**src/logic/isaPkg.sv**
```systemverilog
// Instruction set definitions for the decode slice: opcode groups, ALU operations and fields.
`default_nettype none

package isaPkg;

    typedef logic [7:0] opcode_t;

    // Opcode groups taken from bits 7:6.
    typedef enum logic [1:0] {
        grpMisc = 2'b00,
        grpJump = 2'b01,
        grpCall = 2'b10,
        grpAlu  = 2'b11
    } group_t;

    typedef enum logic [3:0] {
        aluNop = 4'd0,
        aluAdd = 4'd1,
        aluAdc = 4'd2,
        aluSub = 4'd3,
        aluSbc = 4'd4,
        aluAnd = 4'd5,
        aluOr  = 4'd6,
        aluXor = 4'd7,
        aluCp  = 4'd8
    } aluOp_t;

    typedef enum logic [1:0] {
        condZ  = 2'b00, // the value doubles as the bit index into flags_t.
        condC  = 2'b01,
        condPv = 2'b10,
        condS  = 2'b11
    } cond_t;

    localparam int groupMsb    = 7;
    localparam int groupLsb    = 6;
    localparam int condMsb     = 5;
    localparam int condLsb     = 4;
    localparam int immBit      = 4; // shares its position with condLsb in the ALU group.
    localparam int halfBit     = 3; // only opcodes with this bit set are decoded here.
    localparam int polarityBit = 2;
    localparam int aluMsb      = 2;
    localparam int aluLsb      = 0;

endpackage

`default_nettype wire

```
**src/logic/microPkg.sv**
```systemverilog
// Micro-op machinery definitions: step counter, queue credits, write-data selects and flags.
`default_nettype none

package microPkg;

    localparam int stepWidth = 3;

    typedef logic [stepWidth-1:0] step_t;

    typedef logic [2:0] credit_t;

    // Entries in the micro-op queue downstream.
    localparam credit_t creditInit = 3'd4;

    typedef enum logic [1:0] {
        wrNone   = 2'b00,
        wrPcHigh = 2'b01,
        wrPcLow  = 2'b10
    } wrSel_t;

    // Bit 0 is Z, bit 1 is C, bit 2 is PV and bit 3 is S.
    typedef logic [3:0] flags_t;

endpackage

`default_nettype wire

```
**src/logic/aluDecoder.sv**
```systemverilog
// Micro-op decoder for the accumulator ALU group.
`default_nettype none

module aluDecoder (
    input  wire                     aluEn,
    input  wire isaPkg::opcode_t    heldOp,
    input  wire microPkg::step_t    step,
    output logic                    memRead,
    output logic                    writeA,
    output logic                    writeFlags,
    output logic                    last,
    output isaPkg::aluOp_t          aluOp
);

    logic useImm;
    logic execute;
    isaPkg::aluOp_t decodedOp;

    assign useImm = heldOp[isaPkg::immBit];

    // An immediate operand takes one extra read step before the operation.
    assign execute = aluEn && (step == microPkg::step_t'(useImm));

    always_comb begin
        case (heldOp[isaPkg::aluMsb:isaPkg::aluLsb])
            3'd0: decodedOp = isaPkg::aluAdd;
            3'd1: decodedOp = isaPkg::aluAdc;
            3'd2: decodedOp = isaPkg::aluSub;
            3'd3: decodedOp = isaPkg::aluSbc;
            3'd4: decodedOp = isaPkg::aluAnd;
            3'd5: decodedOp = isaPkg::aluOr;
            3'd6: decodedOp = isaPkg::aluXor;
            default: decodedOp = isaPkg::aluCp;
        endcase
    end

    assign memRead    = aluEn && useImm && (step == '0);
    assign aluOp      = execute ? decodedOp : isaPkg::aluNop;
    assign writeFlags = execute;
    assign writeA     = execute && (decodedOp != isaPkg::aluCp); // compare keeps A.
    assign last       = execute;

endmodule

`default_nettype wire

```
**src/logic/branchDecoder.sv**
```systemverilog
// Micro-op decoder for the conditional jump and conditional call groups.
`default_nettype none

module branchDecoder (
    input  wire                     jumpEn,
    input  wire                     callEn,
    input  wire isaPkg::opcode_t    heldOp,
    input  wire microPkg::flags_t   heldFlags,
    input  wire microPkg::step_t    step,
    output logic                    memRead,
    output logic                    memWrite,
    output logic                    spDec,
    output logic                    pcLoad,
    output logic                    last,
    output microPkg::wrSel_t        wrSel
);

    logic enabled;
    logic taken;
    isaPkg::cond_t cond;

    assign enabled = jumpEn || callEn;
    assign cond    = isaPkg::cond_t'(heldOp[isaPkg::condMsb:isaPkg::condLsb]);
    assign taken   = (heldFlags[cond] == heldOp[isaPkg::polarityBit]);

    always_comb begin
        memRead  = 1'b0;
        memWrite = 1'b0;
        spDec    = 1'b0;
        pcLoad   = 1'b0;
        last     = 1'b0;
        wrSel    = microPkg::wrNone;
        if (enabled) begin
            case (step)
                0: begin
                    memRead = 1'b1; // low byte of the target.
                end
                1: begin
                    memRead = 1'b1;
                    last    = !taken; // both target bytes are read even when not taken.
                end
                2: begin
                    if (jumpEn) begin
                        pcLoad = 1'b1;
                        last   = 1'b1;
                    end else begin
                        spDec    = 1'b1;
                        memWrite = 1'b1;
                        wrSel    = microPkg::wrPcHigh;
                    end
                end
                3: begin
                    if (callEn) begin
                        spDec    = 1'b1;
                        memWrite = 1'b1;
                        wrSel    = microPkg::wrPcLow;
                    end
                end
                4: begin
                    if (callEn) begin
                        pcLoad = 1'b1;
                        last   = 1'b1;
                    end
                end
                default: begin
                end
            endcase
        end
    end

endmodule

`default_nettype wire

```
**src/logic/decodeSlice.sv**
```systemverilog
// Decode slice top level that runs the step sequencer and merges the group decoders by OR.
`default_nettype none

module decodeSlice (
    input  wire                     clk,
    input  wire                     rst,
    input  wire                     opValid,
    input  wire isaPkg::opcode_t    opcode,
    input  wire microPkg::flags_t   flags,
    input  wire                     creditReturn,
    output logic                    opReady,
    output logic                    uopValid,
    output logic                    uopLast,
    output logic                    memRead,
    output logic                    memWrite,
    output logic                    spDec,
    output logic                    pcLoad,
    output logic                    writeA,
    output logic                    writeFlags,
    output microPkg::wrSel_t        wrSel,
    output isaPkg::aluOp_t          aluOp
);

    isaPkg::opcode_t heldOp;
    microPkg::flags_t heldFlags;
    microPkg::step_t step;
    logic jumpEn;
    logic callEn;
    logic aluEn;
    logic issue;
    logic illegalLast;
    logic mergedLast;

    logic brMemRead;
    logic brMemWrite;
    logic brSpDec;
    logic brPcLoad;
    logic brLast;
    microPkg::wrSel_t brWrSel;

    logic aluMemRead;
    logic aluWriteA;
    logic aluWriteFlags;
    logic aluLast;
    isaPkg::aluOp_t aluDecOp;

    stepSequencer sequencer (
        .clk(clk),
        .rst(rst),
        .opValid(opValid),
        .opcode(opcode),
        .flags(flags),
        .creditReturn(creditReturn),
        .last(mergedLast),
        .opReady(opReady),
        .heldOp(heldOp),
        .heldFlags(heldFlags),
        .step(step),
        .jumpEn(jumpEn),
        .callEn(callEn),
        .aluEn(aluEn),
        .issue(issue),
        .illegalLast(illegalLast)
    );

    branchDecoder branch (
        .jumpEn(jumpEn),
        .callEn(callEn),
        .heldOp(heldOp),
        .heldFlags(heldFlags),
        .step(step),
        .memRead(brMemRead),
        .memWrite(brMemWrite),
        .spDec(brSpDec),
        .pcLoad(brPcLoad),
        .last(brLast),
        .wrSel(brWrSel)
    );

    aluDecoder alu (
        .aluEn(aluEn),
        .heldOp(heldOp),
        .step(step),
        .memRead(aluMemRead),
        .writeA(aluWriteA),
        .writeFlags(aluWriteFlags),
        .last(aluLast),
        .aluOp(aluDecOp)
    );

    // Idle decoders drive zeros, so a plain OR picks the active one.
    assign mergedLast = brLast | aluLast | illegalLast;

    assign uopValid   = issue;
    assign uopLast    = issue & mergedLast;
    assign memRead    = issue & (brMemRead | aluMemRead);
    assign memWrite   = issue & brMemWrite;
    assign spDec      = issue & brSpDec;
    assign pcLoad     = issue & brPcLoad;
    assign writeA     = issue & aluWriteA;
    assign writeFlags = issue & aluWriteFlags;
    assign wrSel      = issue ? brWrSel : microPkg::wrNone;
    assign aluOp      = issue ? aluDecOp : isaPkg::aluNop;

endmodule

`default_nettype wire

```
**src/logic/stepSequencer.sv**
```systemverilog
// Step sequencer that holds one opcode, walks its micro-op steps and keeps the queue credits.
`default_nettype none

module stepSequencer (
    input  wire                     clk,
    input  wire                     rst,
    input  wire                     opValid,
    input  wire isaPkg::opcode_t    opcode,
    input  wire microPkg::flags_t   flags,
    input  wire                     creditReturn,
    input  wire                     last,
    output logic                    opReady,
    output isaPkg::opcode_t         heldOp,
    output microPkg::flags_t        heldFlags,
    output microPkg::step_t         step,
    output logic                    jumpEn,
    output logic                    callEn,
    output logic                    aluEn,
    output logic                    issue,
    output logic                    illegalLast
);

    logic busy;
    logic accept;
    logic done;
    logic halfSet;
    logic illegal;
    isaPkg::group_t group;
    microPkg::credit_t credits;

    assign group   = isaPkg::group_t'(heldOp[isaPkg::groupMsb:isaPkg::groupLsb]);
    assign halfSet = heldOp[isaPkg::halfBit];

    assign jumpEn  = busy && halfSet && (group == isaPkg::grpJump);
    assign callEn  = busy && halfSet && (group == isaPkg::grpCall);
    assign aluEn   = busy && halfSet && (group == isaPkg::grpAlu);
    assign illegal = busy && (!halfSet || (group == isaPkg::grpMisc));

    // An illegal opcode is a single no-operation step, so it ends right away.
    assign illegalLast = illegal;

    assign issue   = busy && (credits != '0);
    assign done    = issue && last;
    assign opReady = !busy || done; // a new opcode may follow the last micro-op directly.
    assign accept  = opValid && opReady;

    always_ff @(posedge clk) begin
        if (rst) begin
            busy <= 1'b0;
            step <= '0;
        end else if (accept) begin
            busy <= 1'b1;
            step <= '0;
        end else if (done) begin
            busy <= 1'b0;
            step <= '0;
        end else if (issue) begin
            step <= microPkg::step_t'(step + 1'b1);
        end
    end

    always_ff @(posedge clk) begin
        if (accept) begin
            heldOp    <= opcode;
            heldFlags <= flags; // flags are frozen for the whole instruction.
        end
    end

    // One credit leaves per issued micro-op and one comes back per freed queue entry.
    always_ff @(posedge clk) begin
        if (rst) begin
            credits <= microPkg::creditInit;
        end else begin
            credits <= microPkg::credit_t'(credits + creditReturn - issue);
        end
    end

    creditBound: assert property (@(posedge clk) disable iff (rst)
        credits <= microPkg::creditInit);

    // The longest instruction, a taken call, ends at step 4.
    stepBound: assert property (@(posedge clk) disable iff (rst)
        issue |-> (step <= microPkg::step_t'(4)));

endmodule

`default_nettype wire

```
**config.mk**
```make
export PLATFORM = sky130hd
export DESIGN_NAME = decodeSlice
export DESIGN_NICKNAME = d
export VERILOG_FILES = /design/src/logic/isaPkg.sv /design/src/logic/microPkg.sv /design/src/logic/aluDecoder.sv /design/src/logic/branchDecoder.sv /design/src/logic/decodeSlice.sv /design/src/logic/stepSequencer.sv
export SDC_FILE = /design/constraint.sdc
export NUM_CORES = 1
export LEC_CHECK = 0
export BUFFER_PORTS_ARGS = -buffer_cell sky130_fd_sc_hd__clkbuf_2
export CORE_ASPECT_RATIO = 1.5
export CORE_MARGIN = 8
export CORE_UTILIZATION = 54
export DETAILED_ROUTE_END_ITERATION = 8
export PLACE_DENSITY = 0.83
export SLEW_MARGIN = 25
export SYNTH_ARGS = -nofsm -noshare
export SYNTH_HDL_FRONTEND = slang
export SYNTH_SLANG_ARGS = --single-unit
export TNS_END_PERCENT = 10
```
**constraint.sdc**
```tcl
create_clock -name clk -period 6.1 [get_ports clk]
set_input_delay 0.305 -clock clk [delete_from_list [all_inputs] [get_ports clk]]
set_output_delay 0.305 -clock clk [all_outputs]
set_load 0.01 [all_outputs]
```
After elaboration in Yosys (flattened, before gate mapping)

Cells that the tools add are included.

Output and inout bits: 15
Bits in registers: 19
Word-level logic and storage cells: 82

Bitwise gates (word level): 9
Order comparisons: 1
Eq/ne operators: 16
Muxes and demuxes: 23
$add $sub $neg: 3
Reduce and logical (&&, ||, !) cells: 25

Operator list:

| operator                                                                     | number |
|---|---|
| 4-bit one-hot mux with 7 select lines                                        | 1 |
| 3-bit by 2-bit == test with 1-bit output, second input constant              | 4 |
| 3-bit == test, second input constant                                         | 4 |
| 1-bit logical AND                                                            | 12 |
| 1-bit two-way mux                                                            | 12 |
| 4-bit two-way mux                                                            | 2 |
| 1-bit bitwise AND                                                            | 6 |
| 3-bit by 1-bit == test with 1-bit output, second input constant              | 2 |
| 3-bit logical NOT                                                            | 2 |
| 2-bit two-way mux                                                            | 3 |
| 2-bit == test, second input constant                                         | 2 |
| 4-bit != test, second input constant                                         | 1 |
| 1-bit one-hot mux with 2 select lines                                        | 2 |
| 2-bit one-hot mux with 2 select lines                                        | 1 |
| 3-bit by 1-bit adder with 3-bit output                                       | 1 |
| 3-bit by 1-bit adder with 3-bit output, second input constant                | 1 |
| 3-bit by 1-bit == test with 1-bit output                                     | 1 |
| 1-bit logical NOT                                                            | 3 |
| 1-bit logical OR                                                             | 3 |
| 2-bit by 3-bit less-than comparator with 1-bit output, second input constant | 1 |
| 1-bit OR                                                                     | 3 |
| 1-bit one-hot mux with 3 select lines                                        | 1 |
| 3-bit nonzero test                                                           | 1 |
| 3-bit OR reduction                                                           | 1 |
| other kinds (7)                                                              | 7 |

Longest topological paths before layout

Gate-level depths: netlist of run 1.

Depth after elaboration: 12
Mapped depth: 11

Hierarchy

Synthesis of run 1 repeated with hierarchy kept, for this count alone.

Cells, all modules: 99
Area, all modules: 1061.0 sq um

Modules (own cells, without submodules):

| module        | area an instance (sq um) | times used | cells each |
|---|---|---|---|
| stepSequencer | 749.5                    | 1          | 55 |
| aluDecoder    | 112.6                    | 1          | 15 |
| branchDecoder | 101.3                    | 1          | 14 |
| decodeSlice   | 97.6                     | 1          | 15 |

Worst setup path before layout of run 1

OpenSTA, ideal clock, no wires.

Path kind: reg-to-reg
From: register sequencer.credits[1]
To: register sequencer.credits[2]
Cell stages (with the launch flop): 11
Path buffers: 0
Setup slack: 3.814 ns
Arrival: 2.169 ns
Path through: dfxtp_1 -> o31ai_1 -> inv_1 -> ha_1 -> inv_1 -> ha_1 -> inv_1 -> fa_1 -> xor2_1 -> xnor2_1 -> nand2b_1

Longest elaborated chain between the ends: 3
Elaborated cells between the ends (all ways): 4

Ends and longest elaborated chain:

| element                                     | RTL line            | text |
|---|---|---|
| start: declaration                          | stepSequencer.sv:29 | `microPkg::credit_t credits;` |
| start signal: assignment                    | stepSequencer.sv:72 | `credits <= microPkg::creditInit;` |
| start signal: assignment                    | stepSequencer.sv:74 | `credits <= microPkg::credit_t'(credits + creditReturn - issue);` |
| 3-bit nonzero test                          | stepSequencer.sv:42 | `assign issue = busy && (credits != '0);` |
| 1-bit logical AND                           | stepSequencer.sv:42 |  |
| named net uopValid                          | decodeSlice.sv:12   | `output logic uopValid,` |
| 3-bit by 1-bit subtractor with 3-bit output | stepSequencer.sv:74 |  |

The timed path passes the listed nets, and every way through them passes these cells.
A chain may end at the register's enable or synchronous reset.

Worst setup path in the final report of run 1

From: register sequencer.credits[1]
To: register sequencer.credits[2]

Longest elaborated chain between the ends: 3
Elaborated cells between the ends (all ways): 4

Ends and longest elaborated chain:

| element                                                                        | RTL line |
|---|---|
| branches (longest 2 deep; another with 3-bit by 1-bit adder with 3-bit output) | - |
| 3-bit by 1-bit subtractor with 3-bit output *                                  | stepSequencer.sv:74 |

Mark *: on every way between the ends.

==> results.ini, run 1 <==
[final_layout]
n_antenna_cell = 0
nets = 156
syn_to_final_growth_pct = 17.9
final_layout_size_suffix_gt1_share_pct = 29.8
seq_area_sq_um = 500
multiInputGateArea_sq_um = 522
n_fill_cell = 159

[critical_path]
crit_top_cell = inv_1
crit_arrival_ns = 2.64
cpPeakStageDelay_ns = 0.44
worstPathMaxFanout = 7
cp_slowest_cell = o31ai_1
end_kind = flop
timing.critical_path.from = sequencer.credits[1]
cp-start-kind = flop
crit_family = adder cells
critPathKind = flop to flop
crit_chain = o31ai_1 -> inv_1 -> ha_1 -> inv_1 -> ha_1 -> inv_1 -> fa_1 -> xor2_1 -> xnor2_1 -> nand2b_1
rr_startpoint = sequencer.credits[1]
worst-path-buf-inv = 3
required_ns = 6.30

[route]
drc_errors = 0
vias = 842
firstDrtPassIters = 4
drtIter0Drc = 23
ant_nets = 0
routed_wirelength_microns = 2190
wire_per_inst_microns = 14.3
viasPerCell = 5.50

[global_routing]
overflow = 0
grt_first_pass_wirelength_microns = 3570
grt_max_degree = 13
grt_pass1_vias = 877
antenna_found_initial = 0
globalRouteTotalUtil_pct = 12.6

[synth]
synth_most_common_cell = edfxtp_1
synth_top_area_share_pct = 33.5
ys_top_cells_by_count = edfxtp_1, inv_1, dfxtp_1, ha_1, nor2_1
ys_types = 37
synth_cells = 100
ys_seq_elements = 19
yosys_most_used_dff = edfxtp_1
avgSynthCellArea_sq_um = 10.7
synth_edf_count = 12
synth.largest_area_cell = edfxtp_1
netlist_top_cells_area = edfxtp_1, dfxtp_1, ha_1
yosys_warnings = 0
synth_nets = 124
async_flop_share_pct = 0
synth.yosys.seq_area_share_pct = 46.6
netlist_area_sq_um = 1070

[timing]
rsz0062_at_grt = no
setup_ws_ns = 3.67
hold_violations = 0
relSlewSlack_pct = 53.8
min_period_ns = 2.43
max_freq_ghz = 0.411
worst_pin_slew_ns = 0.684
skew_ns = 0.00369
finalMaxSlewViolations = 0
setup_tns_ns = 0
finalSetupViolCount = 0
finalCritPeriodShare_pct = 39.9

[run]
cap_violations = 0

[placement]
place_congestion = 0.808
dpl.hpwl_microns = 1770
port_buffers = 30
pre_cts_slack_ns = 3.66

[pwr]
power_frac_comb_pct = 29.2
p_switching_mw = 0.111
p_per_area_nw_per_um2 = 268
ir_drop_v = 0.000171
leakagePower_nw = 0.545
p_clk_share_pct = 18.6
swShare_pct = 32.6
seqPwrFrac_pct = 52.2
p_int_mw = 0.229

[clock_network]
cts_tree = yes
hold_buffers = 0
h-tree-depth = 1
clock_latency_ns = 0.30
clockBufferDepth = 2
numCtsBuffers = 3
clock-sinks = 19
clk_transition_reported_paths_ns = 0.10
postCtsSetupBuffers = 0
cts_root_buffer = clkbuf_4
post_cts_resized = 0

[floorplanning]
dieArea_sq_um = 3700
initial_utilization_pct = 55.1
boundaryPins = 31
num_rows = 20
fp.dieW_microns = 52.4
die_h_microns = 70.6
core_sq_um = 1950

[worst_hold_path]
hp-class = input pin to flop
min_from = opcode[3]

[outcome]
outcome = complete, no violations

## power by group through the flow
| stage | Combinational [mW] | Clock, mW | Sequential, mW |
|---|---|---|---|
| finish | 0.0994 | 0.0634 | 0.177 |
| global route | 0.114 | 0.0689 | 0.180 |
| CTS | 0.100 | 0.0671 | 0.178 |
| detailed placement | 0.0984 | 0 | 0.181 |
| global placement | 0.0972 | 0 | 0.179 |
| floorplan | 0.0776 | 0 | 0.174 |
## kinds of logic after synthesis
family                   after synthesis  synth area share [%]
AND/OR/NAND/NOR                       33                  16.6
AO/OA/AOI/OAI                         19                  14.1
flip-flops                            19                  46.6
buffers and inverters                 13                  4.89
adder cells (fa/ha/maj)                8                  10.0
XOR/XNOR                               7                  5.70
multiplexers                           1                  2.10
## path summary, 6_finish.rpt
path                     endpoint  slack (ns)  cells after the start
max          sequencer.credits[2]        3.67                     10
min           sequencer.heldOp[3]        0.17                      1
max reg2reg  sequencer.credits[2]        3.67                     10
min reg2reg  sequencer.credits[2]        0.54                      2
## sequential cells by signal, summed over array words and instances (netlist names)
register             cells
sequencer.heldFlags      4
sequencer.credits        3
sequencer.heldOp         8
sequencer.busy           1
sequencer.step           3
## placed cells by master (no fill, tap or decap), types with 2 or more instances in the layout
cell,synthesis,final
ha_1,7,7
clkbuf_2,0,30
nand2_1,5,5
and2_1,2,2
edfxtp_1,12,12
inv_1,10,10
clkbuf_4,0,3
nor2b_1,3,3
o31ai_1,4,4
xnor2_1,2,2
a211oi_1,2,2
xor2_1,5,5
or3_1,3,3
nor2_1,7,7
nand3_1,3,3
dfxtp_1,7,7
o21ai_0,3,3
nand2b_1,2,2
nor4_1,2,2
## cell type report
cell class / count / area share [%]
Multi-Input combinational cell: 68 / 41.2
Timing Repair Buffer: 30 / 11.8
Sequential cell: 19 / 39.5
Tap cell: 22 / 2.17
Clock buffer: 3 / 1.78
Clock inverter: 1 / 0.592
Inverter: 10 / 2.96
## per-stage QoR
| stage | instance area (sq um) | cells | hold WS, ns | util [%] | power, mW |
|---|---|---|---|---|---|
| floorplan | 1070 | 100 | 0.404 | - | 0.252 |
| global placement | 1240 | 149 | 0.482 | 63.4 | 0.276 |
| detailed placement | 1240 | 149 | 0.484 | 63.4 | 0.279 |
| CTS | 1270 | 153 | 0.159 | 64.9 | 0.345 |
| global route | 1270 | 153 | 0.156 | 64.9 | 0.363 |
| finish | 1270 | 153 | 0.170 | 64.9 | 0.340 |
## metal layers
layer  wire, microns  vias up  track usage (%)
li1                -      423                -
met1             773      380             11.3
met2            1200       35             22.9
met3             156        4             3.14
met4              56        0             8.09
met5               0        -                0
Power figures use the tool's default switching activity.
==> run 2, diff against run 1 <==
- ABC_AREA: unset -> 1
- CORE_UTILIZATION: 54 -> 45
- PLACE_DENSITY: 0.83 -> 0.74
- clock period: 6.1 -> 2.2 ns (I/O delays scaled with it)
==> results.ini, run 2 <==
[outcome]
outcome = complete, no violations  ; unchanged

[final_layout]
reg.largest.list = sequencer.heldOp x8, sequencer.heldFlags x4  ; unchanged
largest_register_ffs = 8  ; unchanged
multiInputGateArea_sq_um = 484  ; was 522 sq um
final_cell_area_sq_um = 1400  ; was 1270 sq um
final_common_cell = clkbuf_2  ; unchanged
syn_to_final_growth_pct = 31.4  ; was 17.9%
nets = 190  ; was 156
final_layout_size_suffix_gt1_share_pct = 28.5  ; was 29.8%
top_register = sequencer.heldOp  ; unchanged
seq_area_sq_um = 500  ; unchanged
n_fill_cell = 203  ; was 159
final_cell_mix = clkbuf_2, nand2_1, inv_1  ; was clkbuf_2, edfxtp_1, inv_1
post-route-util_pct = 62.6  ; was 64.9%
n_antenna_cell = 0  ; unchanged
fin_cells = 188  ; was 153

[critical_path]
timing.reg2reg.setup_slack_ns = 0.15  ; was 3.67 ns
crit_chain = o31ai_4 -> inv_2 -> ha_1 -> inv_1 -> ha_1 -> inv_1 -> fa_1 -> or2_2 -> nand3_1  ; was o31ai_1 -> inv_1 -> ha_1 -> inv_1 -> ha_1 -> inv_1 -> fa_1 -> xor2_1 -> xnor2_1 -> nand2b_1
rr_startpoint = sequencer.credits[1]  ; unchanged
rr_worst_depth = 9  ; was 10
crit_arrival_ns = 2.29  ; was 2.64 ns
crit_path_end = sequencer.credits[2]  ; unchanged
timing.critical_path.from = sequencer.credits[1]  ; unchanged
critPathKind = flop to flop  ; unchanged
end_kind = flop  ; unchanged
r2r_end = sequencer.credits[2]  ; unchanged
cpPeakStageDelay_ns = 0.38  ; was 0.44 ns
cp_slowest_cell = dfxtp_1  ; was o31ai_1
cp-start-kind = flop  ; unchanged
worstPathMaxFanout = 6  ; was 7
required_ns = 2.44  ; was 6.30 ns

[timing]
finalMaxSlewViolations = 0  ; unchanged
min_period_ns = 2.05  ; was 2.43 ns
setup_ws_ns = 0.149  ; was 3.67 ns
skew_ns = 0.00323  ; was 0.00369 ns
worst_pin_slew_ns = 0.289  ; was 0.684 ns
hold_violations = 0  ; unchanged
max_freq_ghz = 0.488  ; was 0.411 GHz
finalCritPeriodShare_pct = 93.2  ; was 39.9%
relSlewSlack_pct = 80.7  ; was 53.8%
setup_tns_ns = 0  ; unchanged
timing.hold.ws_ns = 0.0205  ; was 0.170 ns
finalSetupViolCount = 0  ; unchanged
rsz0062_at_grt = no  ; unchanged

[synth]
synth_cells = 118  ; was 100
synth_top_area_share_pct = 33.9  ; was 33.5%
synth.yosys.seq_area_share_pct = 47.1  ; was 46.6%
netlist_area_sq_um = 1060  ; was 1070 sq um
synth_nets = 142  ; was 124
ys_types = 26  ; was 37
synth_edf_count = 12  ; unchanged
async_flop_share_pct = 0  ; unchanged
yosys_warnings = 0  ; unchanged
netlist_top_cells_area = edfxtp_1, dfxtp_1, nand2_1  ; was edfxtp_1, dfxtp_1, ha_1
synth.largest_area_cell = edfxtp_1  ; unchanged
avgSynthCellArea_sq_um = 9.01  ; was 10.7 sq um
yosys_most_used_dff = edfxtp_1  ; unchanged
ys_seq_elements = 19  ; unchanged
synth_most_common_cell = nand2_1  ; was edfxtp_1
ys_top_cells_by_count = nand2_1, inv_1, nor2_1  ; was edfxtp_1, inv_1, dfxtp_1, ha_1, nor2_1

[worst_hold_path]
hp-class = input pin to flop  ; unchanged

[route]
drtIter0Drc = 14  ; was 23
firstDrtPassIters = 4  ; unchanged
vias = 926  ; was 842
drc_errors = 0  ; unchanged
viasPerCell = 4.93  ; was 5.50
wire_per_inst_microns = 11.8  ; was 14.3 microns
routed_wirelength_microns = 2220  ; was 2190 microns
ant_nets = 0  ; unchanged

[floorplanning]
boundaryPins = 31  ; unchanged
initial_utilization_pct = 47.6  ; was 55.1%
dieArea_sq_um = 4210  ; was 3700 sq um
core_sq_um = 2230  ; was 1950 sq um
die_h_microns = 75.5  ; was 70.6 microns
num_rows = 21  ; was 20
fp.dieW_microns = 55.7  ; was 52.4 microns

[clock_network]
clockBufferDepth = 2  ; unchanged
cts_tree = yes  ; unchanged
cts_root_buffer = clkbuf_4  ; unchanged
clock_latency_ns = 0.29  ; was 0.30 ns
postCtsSetupBuffers = 0  ; unchanged
clock-sinks = 19  ; unchanged
numCtsBuffers = 3  ; unchanged
h-tree-depth = 1  ; unchanged
clk_transition_reported_paths_ns = 0.10  ; about the same

[global_routing]
grt_pass1_vias = 931  ; was 877
overflow = 0  ; unchanged
antenna_found_initial = 0  ; unchanged
globalRouteTotalUtil_pct = 11.0  ; was 12.6%
grt_max_degree = 13  ; unchanged
grt_first_pass_wirelength_microns = 3760  ; was 3570 microns

[pwr]
p_per_area_nw_per_um2 = 652  ; was 268 nW/um^2
p_total_mw = 0.911  ; was 0.340 mW
leakagePower_nw = 0.677  ; was 0.545 nW
ir_drop_v = 0.000510  ; was 0.000171 V

[placement]
placed_cell_area_sq_um = 1250  ; was 1240 sq um
dpl.hpwl_microns = 1790  ; was 1770 microns
port_buffers = 30  ; unchanged
place_congestion = 0.818  ; was 0.808
pre_cts_slack_ns = 0.146  ; was 3.66 ns
dp.cells = 172  ; was 149

[run]
cap_violations = 0  ; unchanged

-- run 2: changes by cell type after synthesis, moves of 3 or more --
cell,change
nand2_1,+19
nor2b_1,-3
or3_1,-3
a21oi_1,+4
nand3_1,+3
xor2_1,-4
inv_1,+7
o31ai_1,-4
nor2_1,+7
-- run 2: area by class of cell --
type | instances | area share, %
inverter | 19 | 5.10
tap | 23 | 2.06
multi-input combinational | 79 | 34.6
clock buffer | 3 | 1.61
clock inverter | 1 | 0.358
timing repair buffer | 44 | 20.4
sequential | 19 | 35.8
-- run 2: how the worst min path moves through the flow --
stage | start | end | slack, ns | depth (start not counted)
3_3_place_gp | opcode[0] | sequencer.heldOp[0] | 0.29 | 1
5_1_grt | rst | sequencer.credits[0] | 0.02 | 2
4_1_cts | flags[2] | sequencer.heldFlags[2] | 0.002 | 1
3_5_place_dp | flags[1] | sequencer.heldFlags[1] | 0.29 | 1
6_report | rst | sequencer.credits[0] | 0.02 | 2
2_1_floorplan | rst | sequencer.busy | 0.18 | 1
-- run 2: logic make-up after synthesis --
family / count (synthesis) / synth area share, %
simple gates: 55 / 23.3
buf+inv: 20 / 7.41
flops: 19 / 47.1
compound gates: 14 / 10.5
fa+ha+maj: 8 / 10.1
xor+xnor: 2 / 1.65
-- run 2: worst max-delay path: cells and delay by family (launching register included) --
kind,cells,cell delay [ns]
AOI/OAI and AO/OA,1,0.26
adders and majority gates,3,0.80
buffers and inverters,3,0.21
DFF,1,0.38
and+or+nand+nor,2,0.36
-- run 2: timing repair --
| action | CTS | global route |
|---|---|---|
| resized for setup | 0 | 0 |
| hold buffers | 11 | 1 |
| endpoints found under the hold margin | 11 | 1 |
-- run 2: where the power goes --
group          leakage (nW)  switching [mW]  total (mW)  internal [mW]
Clock                0.0177          0.0985       0.166         0.0676
Combinational         0.487           0.141       0.266          0.126
Sequential            0.173          0.0500       0.479          0.429
-- run 2: routing by layer --
layer  vias up  part of all wire, %  wire [microns]  global-route usage, %
li1        482                    -               -                      -
met1       412                   40             890                   10.1
met2        26                   51            1140                   20.9
met3         6                  5.7             127                   3.33
met4         0                  2.8              63                   6.87
met5         -                    0               0                      0
